$ cat src/tlb_defs.svh
// TLB configuration macros: page widths, geometry, fill bubble and lookup latency
`ifndef TLB_DEFS_SVH
`define TLB_DEFS_SVH

// Virtual and physical page index widths, one page size only
`define TLB_VA_PAGE_BITS 20
`define TLB_PA_PAGE_BITS 20

// Set-associative geometry. The set index is taken from the low virtual page bits
`define TLB_NUM_SETS 16
`define TLB_NUM_WAYS 4

// Idle cycles after an insert before the next fill is accepted
`define TLB_FILL_BUBBLE_CYCLES 8

// Cycles from a sampled lookup_en to its response
`define TLB_LOOKUP_LATENCY 6

`endif

$ cat src/hdl/tlb_pkg.sv
// TLB shared types: page, index, tag and way vectors plus the fill FSM states
`default_nettype none

`include "tlb_defs.svh"

package tlb_pkg;

    // Split of the virtual page into tag and set index
    localparam int TLB_IDX_BITS = $clog2(`TLB_NUM_SETS);
    localparam int TLB_TAG_BITS = `TLB_VA_PAGE_BITS - TLB_IDX_BITS;
    localparam int TLB_WAY_IDX_BITS = $clog2(`TLB_NUM_WAYS);

    typedef logic [`TLB_VA_PAGE_BITS-1:0] t_va_page;
    typedef logic [`TLB_PA_PAGE_BITS-1:0] t_pa_page;
    typedef logic [TLB_IDX_BITS-1:0] t_tlb_idx;
    typedef logic [TLB_TAG_BITS-1:0] t_tlb_tag;
    typedef logic [`TLB_NUM_WAYS-1:0] t_way_vec;
    typedef logic [TLB_WAY_IDX_BITS-1:0] t_way_idx;

    // Fill FSM: accept, pick the victim, write it, then wait out the bubble
    typedef enum logic [1:0]
    {
        fill_idle,
        fill_pick,
        fill_insert,
        fill_bubble
    } t_fill_state;

endpackage

`default_nettype wire

$ cat src/hdl/tlb_way_store.sv
// TLB entry storage with per-way arrays, a two-cycle read port and the flush sweep
`default_nettype none

`include "tlb_defs.svh"

module tlb_way_store
    import tlb_pkg::*;
(
    input  logic     clk,
    input  logic     reset,
    input  logic     flush,
    input  t_tlb_idx rd_idx,
    output t_tlb_tag rd_tags [`TLB_NUM_WAYS],
    output t_pa_page rd_pas [`TLB_NUM_WAYS],
    output t_way_vec rd_valid,
    input  t_way_vec wr_ways,
    input  t_tlb_idx wr_idx,
    input  t_tlb_tag wr_tag,
    input  t_pa_page wr_pa,
    input  logic     wr_valid,
    input  t_tlb_idx peek_idx,
    output t_way_vec peek_valid,
    output logic     lookup_rdy
);

    localparam int WAYS = `TLB_NUM_WAYS;
    localparam int SETS = `TLB_NUM_SETS;

    // ========================================================================
    // Entry arrays
    // ========================================================================

    // Tags and physical pages live in one array per way, so a single way
    // is written without touching its neighbours in the set
    t_tlb_tag tag_mem [WAYS][SETS];
    t_pa_page pa_mem [WAYS][SETS];

    // Valid bits are kept per set so the fill controller can peek at a whole set
    t_way_vec valid_mem [SETS];

    // Flush sweep walks the sets, clearing one per cycle
    logic     sweep_active;
    t_tlb_idx sweep_idx;

    always_ff @(posedge clk)
    begin
        for (int w = 0; w < WAYS; w++)
        begin
            if (wr_ways[w])
            begin
                tag_mem[w][wr_idx] <= wr_tag;
                pa_mem[w][wr_idx] <= wr_pa;
            end
        end
    end

    always_ff @(posedge clk)
    begin
        for (int w = 0; w < WAYS; w++)
        begin
            if (wr_ways[w])
            begin
                valid_mem[wr_idx][w] <= wr_valid;
            end
        end

        // The sweep clear comes last, so it wins over a write to the same set
        if (sweep_active)
        begin
            valid_mem[sweep_idx] <= '0;
        end
    end

    // ========================================================================
    // Sweep control
    // ========================================================================

    always_ff @(posedge clk)
    begin
        if (reset || flush)
        begin
            sweep_active <= 1'b1;
            sweep_idx <= '0;
        end
        else if (sweep_active)
        begin
            sweep_idx <= sweep_idx + 1'b1;
            // Last set cleared this cycle
            if (sweep_idx == t_tlb_idx'(SETS - 1))
            begin
                sweep_active <= 1'b0;
            end
        end
    end

    // Lookups are refused while any set may still hold stale valid bits
    assign lookup_rdy = !sweep_active;

    // Victim selection needs the current set's valid bits in the same cycle
    assign peek_valid = valid_mem[peek_idx];

    // ========================================================================
    // Two-cycle registered read
    // ========================================================================

    t_tlb_tag rd_tag_q [WAYS];
    t_pa_page rd_pa_q [WAYS];
    t_way_vec rd_valid_q;

    always_ff @(posedge clk)
    begin
        for (int w = 0; w < WAYS; w++)
        begin
            rd_tag_q[w] <= tag_mem[w][rd_idx];
            rd_pa_q[w] <= pa_mem[w][rd_idx];
            rd_tags[w] <= rd_tag_q[w];
            rd_pas[w] <= rd_pa_q[w];
        end
        rd_valid_q <= valid_mem[rd_idx];
        rd_valid <= rd_valid_q;
    end

    // The host must wait for lookup_rdy before issuing another flush
    a_no_flush_mid_sweep: assert property (
        @(posedge clk) disable iff (reset) flush |-> !sweep_active
    );

endmodule

`default_nettype wire

$ cat src/hdl/tlb_lookup_pipe.sv
// TLB lookup pipeline: tag compare over all ways and hit or miss response
`default_nettype none

`include "tlb_defs.svh"

module tlb_lookup_pipe
    import tlb_pkg::*;
(
    input  logic     clk,
    input  logic     reset,
    input  logic     lookup_en,
    input  t_va_page lookup_va,
    input  logic     lookup_rdy,
    output t_tlb_idx rd_idx,
    input  t_tlb_tag rd_tags [`TLB_NUM_WAYS],
    input  t_pa_page rd_pas [`TLB_NUM_WAYS],
    input  t_way_vec rd_valid,
    output logic     lookup_rsp_valid,
    output t_pa_page lookup_rsp_pa,
    output logic     lookup_miss,
    output t_va_page lookup_miss_va
);

    localparam int WAYS = `TLB_NUM_WAYS;
    localparam int LAT = `TLB_LOOKUP_LATENCY;

    // Tag is whatever remains above the set index
    function automatic t_tlb_tag target_tag(t_va_page va);
        return va[$bits(t_va_page)-1 -: $bits(t_tlb_tag)];
    endfunction

    // ========================================================================
    // Primary state carried through the stages
    // ========================================================================

    // Stage s holds a lookup during the cycle after its (s-1)th edge
    logic     stg_did [1:4];
    t_va_page stg_va [1:LAT];

    always_ff @(posedge clk)
    begin
        if (reset)
        begin
            for (int s = 1; s <= 4; s++)
            begin
                stg_did[s] <= 1'b0;
            end
        end
        else
        begin
            stg_did[1] <= lookup_en && lookup_rdy;
            for (int s = 1; s < 4; s++)
            begin
                stg_did[s + 1] <= stg_did[s];
            end
        end
    end

    always_ff @(posedge clk)
    begin
        stg_va[1] <= lookup_va;
        for (int s = 1; s < LAT; s++)
        begin
            stg_va[s + 1] <= stg_va[s];
        end
    end

    // Stage 0 addresses the store directly; data returns in stage 2
    assign rd_idx = t_tlb_idx'(lookup_va);

    // ========================================================================
    // Split tag compare
    // ========================================================================

    // Stage 2 registers only the XOR, the wide reduction waits a cycle
    t_tlb_tag stg3_xor [WAYS];
    t_way_vec stg3_valid;
    t_pa_page stg3_pas [WAYS];

    always_ff @(posedge clk)
    begin
        for (int w = 0; w < WAYS; w++)
        begin
            stg3_xor[w] <= rd_tags[w] ^ target_tag(stg_va[2]);
            stg3_pas[w] <= rd_pas[w];
        end
        stg3_valid <= rd_valid;
    end

    // Stage 3 NORs each way's XOR bits down to one match flag
    t_way_vec stg4_match;
    t_pa_page stg4_pas [WAYS];

    always_ff @(posedge clk)
    begin
        for (int w = 0; w < WAYS; w++)
        begin
            stg4_match[w] <= stg3_valid[w] && !(|stg3_xor[w]);
            stg4_pas[w] <= stg3_pas[w];
        end
    end

    // ========================================================================
    // Hit way selection and response
    // ========================================================================

    logic     stg4_any;
    t_way_idx stg4_way;

    // Lowest matching way wins; a set should never hold duplicates anyway
    always_comb
    begin
        stg4_any = |stg4_match;
        stg4_way = '0;
        for (int w = WAYS - 1; w >= 0; w--)
        begin
            if (stg4_match[w])
            begin
                stg4_way = t_way_idx'(w);
            end
        end
    end

    logic     stg_hit [5:LAT];
    logic     stg_miss [5:LAT];
    t_pa_page stg_pa [5:LAT];

    always_ff @(posedge clk)
    begin
        if (reset)
        begin
            for (int s = 5; s <= LAT; s++)
            begin
                stg_hit[s] <= 1'b0;
                stg_miss[s] <= 1'b0;
            end
        end
        else
        begin
            stg_hit[5] <= stg_did[4] && stg4_any;
            stg_miss[5] <= stg_did[4] && !stg4_any;
            for (int s = 5; s < LAT; s++)
            begin
                stg_hit[s + 1] <= stg_hit[s];
                stg_miss[s + 1] <= stg_miss[s];
            end
        end
    end

    always_ff @(posedge clk)
    begin
        stg_pa[5] <= stg4_pas[stg4_way];
        for (int s = 5; s < LAT; s++)
        begin
            stg_pa[s + 1] <= stg_pa[s];
        end
    end

    // Response registers, fed from the last stage
    always_ff @(posedge clk)
    begin
        if (reset)
        begin
            lookup_rsp_valid <= 1'b0;
            lookup_miss <= 1'b0;
        end
        else
        begin
            lookup_rsp_valid <= stg_hit[LAT];
            lookup_miss <= stg_miss[LAT];
        end
        lookup_rsp_pa <= stg_pa[LAT];
        // Page is echoed on every response, the walker only needs it on a miss
        lookup_miss_va <= stg_va[LAT];
    end

    // Requests during a flush sweep would read half-cleared sets
    a_lookup_when_rdy: assert property (
        @(posedge clk) disable iff (reset) lookup_en |-> lookup_rdy
    );

endmodule

`default_nettype wire

$ cat src/hdl/tlb_fill_ctrl.sv
// TLB fill controller that picks the victim, writes the insert and applies host invalidations
`default_nettype none

`include "tlb_defs.svh"

module tlb_fill_ctrl
    import tlb_pkg::*;
(
    input  logic     clk,
    input  logic     reset,
    input  logic     fill_en,
    input  t_va_page fill_va,
    input  t_pa_page fill_pa,
    output logic     fill_rdy,
    input  logic     inval_en,
    input  t_va_page inval_va,
    output t_tlb_idx peek_idx,
    input  t_way_vec peek_valid,
    output t_way_vec wr_ways,
    output t_tlb_idx wr_idx,
    output t_tlb_tag wr_tag,
    output t_pa_page wr_pa,
    output logic     wr_valid
);

    localparam int WAYS = `TLB_NUM_WAYS;
    localparam int BUBBLE = `TLB_FILL_BUBBLE_CYCLES;

    t_fill_state fill_state;
    logic [$clog2(BUBBLE)-1:0] bubble_cnt;

    // Captured fill request
    t_tlb_tag req_tag;
    t_tlb_idx req_idx;
    t_pa_page req_pa;

    // Global replacement pointer shared by all sets
    t_way_idx repl_ptr;
    t_way_idx victim;
    t_way_idx victim_way;
    logic     set_full;

    // ========================================================================
    // Victim selection
    // ========================================================================

    assign peek_idx = req_idx;

    // The lowest invalid way is taken first and the rotating pointer only when the set is full
    always_comb
    begin
        set_full = &peek_valid;
        victim = repl_ptr;
        for (int w = WAYS - 1; w >= 0; w--)
        begin
            if (!peek_valid[w])
            begin
                victim = t_way_idx'(w);
            end
        end
    end

    // ========================================================================
    // Fill FSM
    // ========================================================================

    always_ff @(posedge clk)
    begin
        if (reset)
        begin
            fill_state <= fill_idle;
            fill_rdy <= 1'b0;
            bubble_cnt <= '0;
            repl_ptr <= '0;
        end
        else
        begin
            case (fill_state)
                fill_idle:
                begin
                    // Only one fill is in flight, so ready drops right after acceptance
                    if (fill_en && fill_rdy)
                    begin
                        fill_state <= fill_pick;
                        fill_rdy <= 1'b0;
                    end
                    else
                    begin
                        fill_rdy <= 1'b1;
                    end
                end
                fill_pick:
                begin
                    fill_state <= fill_insert;
                    if (set_full)
                    begin
                        repl_ptr <= repl_ptr + 1'b1;
                    end
                end
                fill_insert:
                begin
                    fill_state <= fill_bubble;
                    bubble_cnt <= '0;
                end
                fill_bubble:
                begin
                    // Gives the new entry time to reach lookups before the
                    // walker can retry the same page
                    bubble_cnt <= bubble_cnt + 1'b1;
                    if (bubble_cnt == ($bits(bubble_cnt))'(BUBBLE - 1))
                    begin
                        fill_state <= fill_idle;
                        fill_rdy <= 1'b1;
                    end
                end
                default:
                begin
                    fill_state <= fill_idle;
                end
            endcase
        end
    end

    always_ff @(posedge clk)
    begin
        if (fill_state == fill_idle && fill_en && fill_rdy)
        begin
            {req_tag, req_idx} <= fill_va;
            req_pa <= fill_pa;
        end
        if (fill_state == fill_pick)
        begin
            victim_way <= victim;
        end
    end

    // ========================================================================
    // Write port with invalidation ahead of insertion
    // ========================================================================

    always_ff @(posedge clk)
    begin
        if (reset)
        begin
            wr_ways <= '0;
        end
        else if (inval_en)
        begin
            wr_ways <= '1;
        end
        else if (fill_state == fill_insert)
        begin
            wr_ways <= t_way_vec'(1) << victim_way;
        end
        else
        begin
            wr_ways <= '0;
        end
    end

    always_ff @(posedge clk)
    begin
        if (inval_en)
        begin
            // The whole set goes invalid and the tag of the page is not checked
            wr_idx <= t_tlb_idx'(inval_va);
            wr_valid <= 1'b0;
        end
        else
        begin
            wr_idx <= req_idx;
            wr_valid <= 1'b1;
        end
        wr_tag <= req_tag;
        wr_pa <= req_pa;
    end

    // An insert into a set with room writes exactly one way, and that way is still free
    a_insert_onehot: assert property (
        @(posedge clk) disable iff (reset)
        (fill_state == fill_insert && !inval_en && !set_full)
            |=> $onehot(wr_ways & ~peek_valid)
    );

    a_fill_when_rdy: assert property (
        @(posedge clk) disable iff (reset) fill_en |-> fill_rdy
    );

endmodule

`default_nettype wire

$ cat src/hdl/tlb_top.sv
// TLB top level joining the entry store, the lookup pipeline and the fill controller
`default_nettype none

`include "tlb_defs.svh"

module tlb_top
    import tlb_pkg::*;
(
    input  logic     clk,
    input  logic     reset,
    input  logic     lookup_en,
    input  t_va_page lookup_va,
    output logic     lookup_rdy,
    output logic     lookup_rsp_valid,
    output t_pa_page lookup_rsp_pa,
    output logic     lookup_miss,
    output t_va_page lookup_miss_va,
    input  logic     fill_en,
    input  t_va_page fill_va,
    input  t_pa_page fill_pa,
    output logic     fill_rdy,
    input  logic     inval_en,
    input  t_va_page inval_va,
    input  logic     flush
);

    // Read path between the lookup pipe and the store
    t_tlb_idx rd_idx;
    t_tlb_tag rd_tags [`TLB_NUM_WAYS];
    t_pa_page rd_pas [`TLB_NUM_WAYS];
    t_way_vec rd_valid;

    // Write and peek path between the fill controller and the store
    t_way_vec wr_ways;
    t_tlb_idx wr_idx;
    t_tlb_tag wr_tag;
    t_pa_page wr_pa;
    logic     wr_valid;
    t_tlb_idx peek_idx;
    t_way_vec peek_valid;

    tlb_way_store tlb_way_store_i (
        .clk        (clk),
        .reset      (reset),
        .flush      (flush),
        .rd_idx     (rd_idx),
        .rd_tags    (rd_tags),
        .rd_pas     (rd_pas),
        .rd_valid   (rd_valid),
        .wr_ways    (wr_ways),
        .wr_idx     (wr_idx),
        .wr_tag     (wr_tag),
        .wr_pa      (wr_pa),
        .wr_valid   (wr_valid),
        .peek_idx   (peek_idx),
        .peek_valid (peek_valid),
        .lookup_rdy (lookup_rdy)
    );

    tlb_lookup_pipe tlb_lookup_pipe_i (
        .clk              (clk),
        .reset            (reset),
        .lookup_en        (lookup_en),
        .lookup_va        (lookup_va),
        .lookup_rdy       (lookup_rdy),
        .rd_idx           (rd_idx),
        .rd_tags          (rd_tags),
        .rd_pas           (rd_pas),
        .rd_valid         (rd_valid),
        .lookup_rsp_valid (lookup_rsp_valid),
        .lookup_rsp_pa    (lookup_rsp_pa),
        .lookup_miss      (lookup_miss),
        .lookup_miss_va   (lookup_miss_va)
    );

    tlb_fill_ctrl tlb_fill_ctrl_i (
        .clk        (clk),
        .reset      (reset),
        .fill_en    (fill_en),
        .fill_va    (fill_va),
        .fill_pa    (fill_pa),
        .fill_rdy   (fill_rdy),
        .inval_en   (inval_en),
        .inval_va   (inval_va),
        .peek_idx   (peek_idx),
        .peek_valid (peek_valid),
        .wr_ways    (wr_ways),
        .wr_idx     (wr_idx),
        .wr_tag     (wr_tag),
        .wr_pa      (wr_pa),
        .wr_valid   (wr_valid)
    );

endmodule

`default_nettype wire

$ cat config.mk
export PLATFORM = sky130hd
export DESIGN_NAME = tlb_top
export DESIGN_NICKNAME = d
export VERILOG_FILES = /design/src/hdl/tlb_pkg.sv /design/src/hdl/tlb_way_store.sv /design/src/hdl/tlb_lookup_pipe.sv /design/src/hdl/tlb_fill_ctrl.sv /design/src/hdl/tlb_top.sv
export VERILOG_INCLUDE_DIRS = /design/src
export SDC_FILE = /design/constraint.sdc
export NUM_CORES = 2
export LEC_CHECK = 0
export BUFFER_PORTS_ARGS = -buffer_cell sky130_fd_sc_hd__buf_2
export CORE_ASPECT_RATIO = 0.6
export CORE_MARGIN = 4
export CORE_UTILIZATION = 31
export DETAILED_ROUTE_END_ITERATION = 6
export PLACE_DENSITY = 0.48
export SYNTH_ARGS = -nofsm -noshare
export SYNTH_HDL_FRONTEND = slang
export SYNTH_SLANG_ARGS = --single-unit
export TNS_END_PERCENT = 20
$ cat constraint.sdc
create_clock -name clk -period 2.7 [get_ports clk]
set_input_delay 0.405 -clock clk [delete_from_list [all_inputs] [get_ports clk]]
set_output_delay 0.405 -clock clk [all_outputs]
set_load 0.01 [all_outputs]
==> flow_summary_export.csv <==
group,metric,value,unit
status,status,"finished clean",
global_route,grt_use_met2,0.231,
cts,clk_pin_slew_worst_paths,0.06,ns
finish,filler_cell_count,31600,
worst_hold_path,min-delay-path-class,"input pin to flop",
die,die_width,775,um
placed_design,gp_routability_congestion,0.778,
power_and_ir_drop,ir_worst_vdd,0.000455,V
sta,worst_slew_slack_as_a_fraction_of_its_limit,0.315,
logic_synthesis,synth_fp_nets,4757,
logic_synthesis,synth.yosys.warnings,0,
worst_setup_path,timing.critical_path.to_type,"flop",
placed_design,dpl.hpwl,172000,um
cts,cts_tree,"yes",
finish,final_net_count,5364,
logic_synthesis,post_synth.cell_area_avg,23.5,um^2
logic_synthesis,synth_largest_area_cell,"edfxtp_1",
worst_setup_path,start_kind,"flop",
finish,layout-area-overhead-vs-synth,19.2,%
global_route,global_route.usage.met1,0.261,
placed_design,placement.setup.worst_slack,0.276,ns
sta,final.min_clock_period,2.44,ns
logic_synthesis,synthTopCellsByArea,"edfxtp_1 64%, dfxtp_1 16%, mux4_2 15%, mux2i_1 0.72%, xor2_1 0.53%",
logic_synthesis,number_of_synthesized_flops_with_an_enable_pin,2346,
global_route,grtUsageMet3,0.0284,
cts,cts_sinks,3210,
cts,post-cts-setup-buffer-count,0,
power_and_ir_drop,intPower,85.2,mW
route,final_wl,300000,um
logic_synthesis,post_synth_inst_count,4661,
cts,cts-htree-levels,5,
worst_setup_path,cp-startpoint,"tlb_fill_ctrl_i.wr_idx[0]",
sta,fin_worst_skew,0.0474,ns
logic_synthesis,synth_async_sr_flop_share,0,
route,detailedRoute.firstIterationViolations,5761,
cts,clock_tree.buffer_depth,4,
global_route,grt_pass1_wl,415000,um
die,ioPinCount,130,
logic_synthesis,netlist.area_leader.share,0.644,
cts,cts-root-buf,"clkbuf_16",
logic_synthesis,yosysUniqueCellTypes,42,
sta,setup-violations-final,0,
worst_setup_path,r2r_setup_slack,0.26,ns
route,avgViaCountPerCell,4.91,
global_route,grt-ovfl-total,0,
logic_synthesis,dominantRegCellSynth,"edfxtp_1",
logic_synthesis,synth_common_cells,"2,346 x edfxtp_1, 864 x dfxtp_1, 749 x mux4_2",
die,starting_density_of_the_core,0.312,
power_and_ir_drop,p_comb_frac,0.063,
die,rows,168,
sta,fmaxAchievable,409,MHz
power_and_ir_drop,leakage,42.8,nW
cts,insertion_delay_to_the_later_sink_of_the_worst_skew_pair,0.89,ns
worst_setup_path,cp.arrival,2.99,ns
worst_setup_path,critical_path_required,3.25,ns
die,floorplan.core_area,350000,um^2
sta,final_max_slew_viols,0,
worst_setup_path,crit_type,"flop to flop",
logic_synthesis,post-synth-top-count-cell,"edfxtp_1",
power_and_ir_drop,post-layout-total-power,110,mW
route,iteration_count_of_the_initial_detailed_routing_pass,5,
global_route,grt.busiest_layer,"met1",
sta,hold_viol_final,0,
global_route,grt_max_degree,65,
route,detail_route.wl_per_cell,29.3,um
logic_synthesis,yosys_register_bits,3210,
sta,post-route-worst-setup-slack,0.258,ns
route,drtAntennaViolNets,0,
power_and_ir_drop,power_frac_seq,0.527,
worst_setup_path,critical_path.max_fanout,13,
sta,timing.setup.tns,0,ns
global_route,globalRouteTotalUtil,0.163,
logic_synthesis,mappedNetlistArea,109000,um^2
global_route,initial_antenna_violation_count,43,
route,via_count,50200,
die,die-area,363000,um^2
global_route,grt_pass1_vias,50800,
power_and_ir_drop,p_sw_frac,0.228,
die,die_height,468,um
finish,post_route_cells_drive_above_1_share,0.321,
cts,tritoncts.num_buffers,314,
route,count_of_unresolved_drc_violations_after_routing,0,
worst_setup_path,worstSetupEndpoint,"tlb_way_store_i.tag_mem[1][165]",
worst_setup_path,regToRegEndpoint,"tlb_way_store_i.tag_mem[1][165]",
worst_setup_path,worst_reg2reg_path_startpoint,"tlb_fill_ctrl_i.wr_idx[0]",
run,drv_cap,0,
power_and_ir_drop,net_switching_component_of_the_power,25.1,mW
sta,tightest_slew,1.03,ns
power_and_ir_drop,p_clk_frac,0.410,
worst_setup_path,ff2ff_path_depth,4,
sta,rsz0062_at_grt,"false",
sta,fraction_of_the_cycle_the_final_worst_path_needs,0.905,
placed_design,count_of_buffers_inserted_at_the_top_level_ports,113,
power_and_ir_drop,power_density_of_the_placed_cells,846,nW/um^2
sta,whs,0.144,ns
logic_synthesis,synth_seq_area_share,0.802,
final cells by class:
type                       instances  area (um^2)  share of cell area
sequential                      3210        87800               0.673
multi-input combinational       1244        20700               0.158
clock buffer                     441         9230              0.0708
tap                             4675         5850              0.0449
timing repair buffer             486         5370              0.0412
clock inverter                   134         1430              0.0109
inverter                          12         45.0            0.000345
antenna                           17         42.5            0.000326
critical path, stage by stage, from the launching register on:
cell and delay, ns:
dfxtp_1 0.51, nand2b_1 0.16, nor2_1 0.45, and2_2 0.68, buf_12 0.27
how the worst min path moves through the flow:
stage | start | end | slack (ns) | cells past startpoint
after global routing | lookup_va[5] | tlb_lookup_pipe_i.stg_va[1][5] | 0.09 | 2
after global placement | tlb_lookup_pipe_i.stg_va[5][0] | tlb_lookup_pipe_i.stg_va[6][0] | 0.31 | 0
after CTS | lookup_va[17] | tlb_lookup_pipe_i.stg_va[1][17] | 0.03 | 2
final | lookup_va[16] | tlb_lookup_pipe_i.stg_va[1][16] | 0.14 | 2
after floorplan | tlb_lookup_pipe_i.stg_va[6][0] | tlb_lookup_pipe_i.lookup_miss_va[0] | 0.31 | 0
after detailed placement | tlb_lookup_pipe_i.stg3_pas[1][19] | tlb_lookup_pipe_i.stg4_pas[1][19] | 0.31 | 0
layout by cell type, fill, tap and decap left out, types with 11 or more instances in the layout:
master / count
edfxtp_1: 2346
dfxtp_1: 827
mux4_2: 749
clkbuf_16: 333
buf_4: 157
buf_12: 142
buf_2: 109
nor2_1: 94
mux2i_1: 79
dlygate4sd3_1: 74
xor2_1: 66
and2_2: 64
clkbuf_1: 58
clkinv_2: 51
clkbuf_8: 49
dfxtp_2: 37
nor2b_1: 21
clkinv_1: 21
a21oi_1: 20
bufinv_16: 20
diode_2: 17
and2_1: 16
mux4_1: 15
nor3_1: 13
nand2_1: 13
nor4_1: 13
a211oi_1: 12
inv_1: 11
clkinvlp_4: 11
power by group through the flow:
stage               Clock [mW]  Sequential (mW)  Combinational (mW)
floorplan                    0             58.9                3.29
global placement             0             59.1                6.76
detailed placement           0             59.2                6.93
CTS                       46.5             58.1                7.04
global route              48.6             58.3                7.46
finish                    45.2             58.1                6.95
registers in the layout, indices dropped and copies added (netlist names), 80 cells and up, named ones only:
name                        cells
tlb_lookup_pipe_i.stg3_pas     80
tlb_lookup_pipe_i.stg4_pas     80
tlb_lookup_pipe_i.stg_va      120
tlb_way_store_i.pa_mem       1280
tlb_way_store_i.rd_pa_q        80
tlb_way_store_i.rd_pas         80
tlb_way_store_i.tag_mem      1024
logic make-up after synthesis:
logic type	count (synthesis)	share of synthesized area
mux	851	0.166
flops	3210	0.802
simple gates	270	0.0130
xor+xnor	67	0.00536
fa+ha+maj	10	0.00114
compound gates	46	0.00257
buf+inv	207	0.00981
metrics by stage:
step	area, um^2	instances	utilization
after floorplan	109000	4661	-
after global placement	119000	9553	0.340
after detailed placement	119000	9553	0.340
after CTS	130000	10200	0.372
after global routing	130000	10200	0.372
final	130000	10200	0.372
repair_timing:
action / in CTS / in global routing
resized for setup: 0 / 0
endpoints found under the hold margin: 101 / 0
hold buffers: 74 / 0
routing by layer:
metal,up-vias,wire (um)
met4,4,5720
met3,370,22600
met1,27600,146000
met2,1815,125000
li1,20400,-
met5,-,22
(Power assumes the default switching activity.)
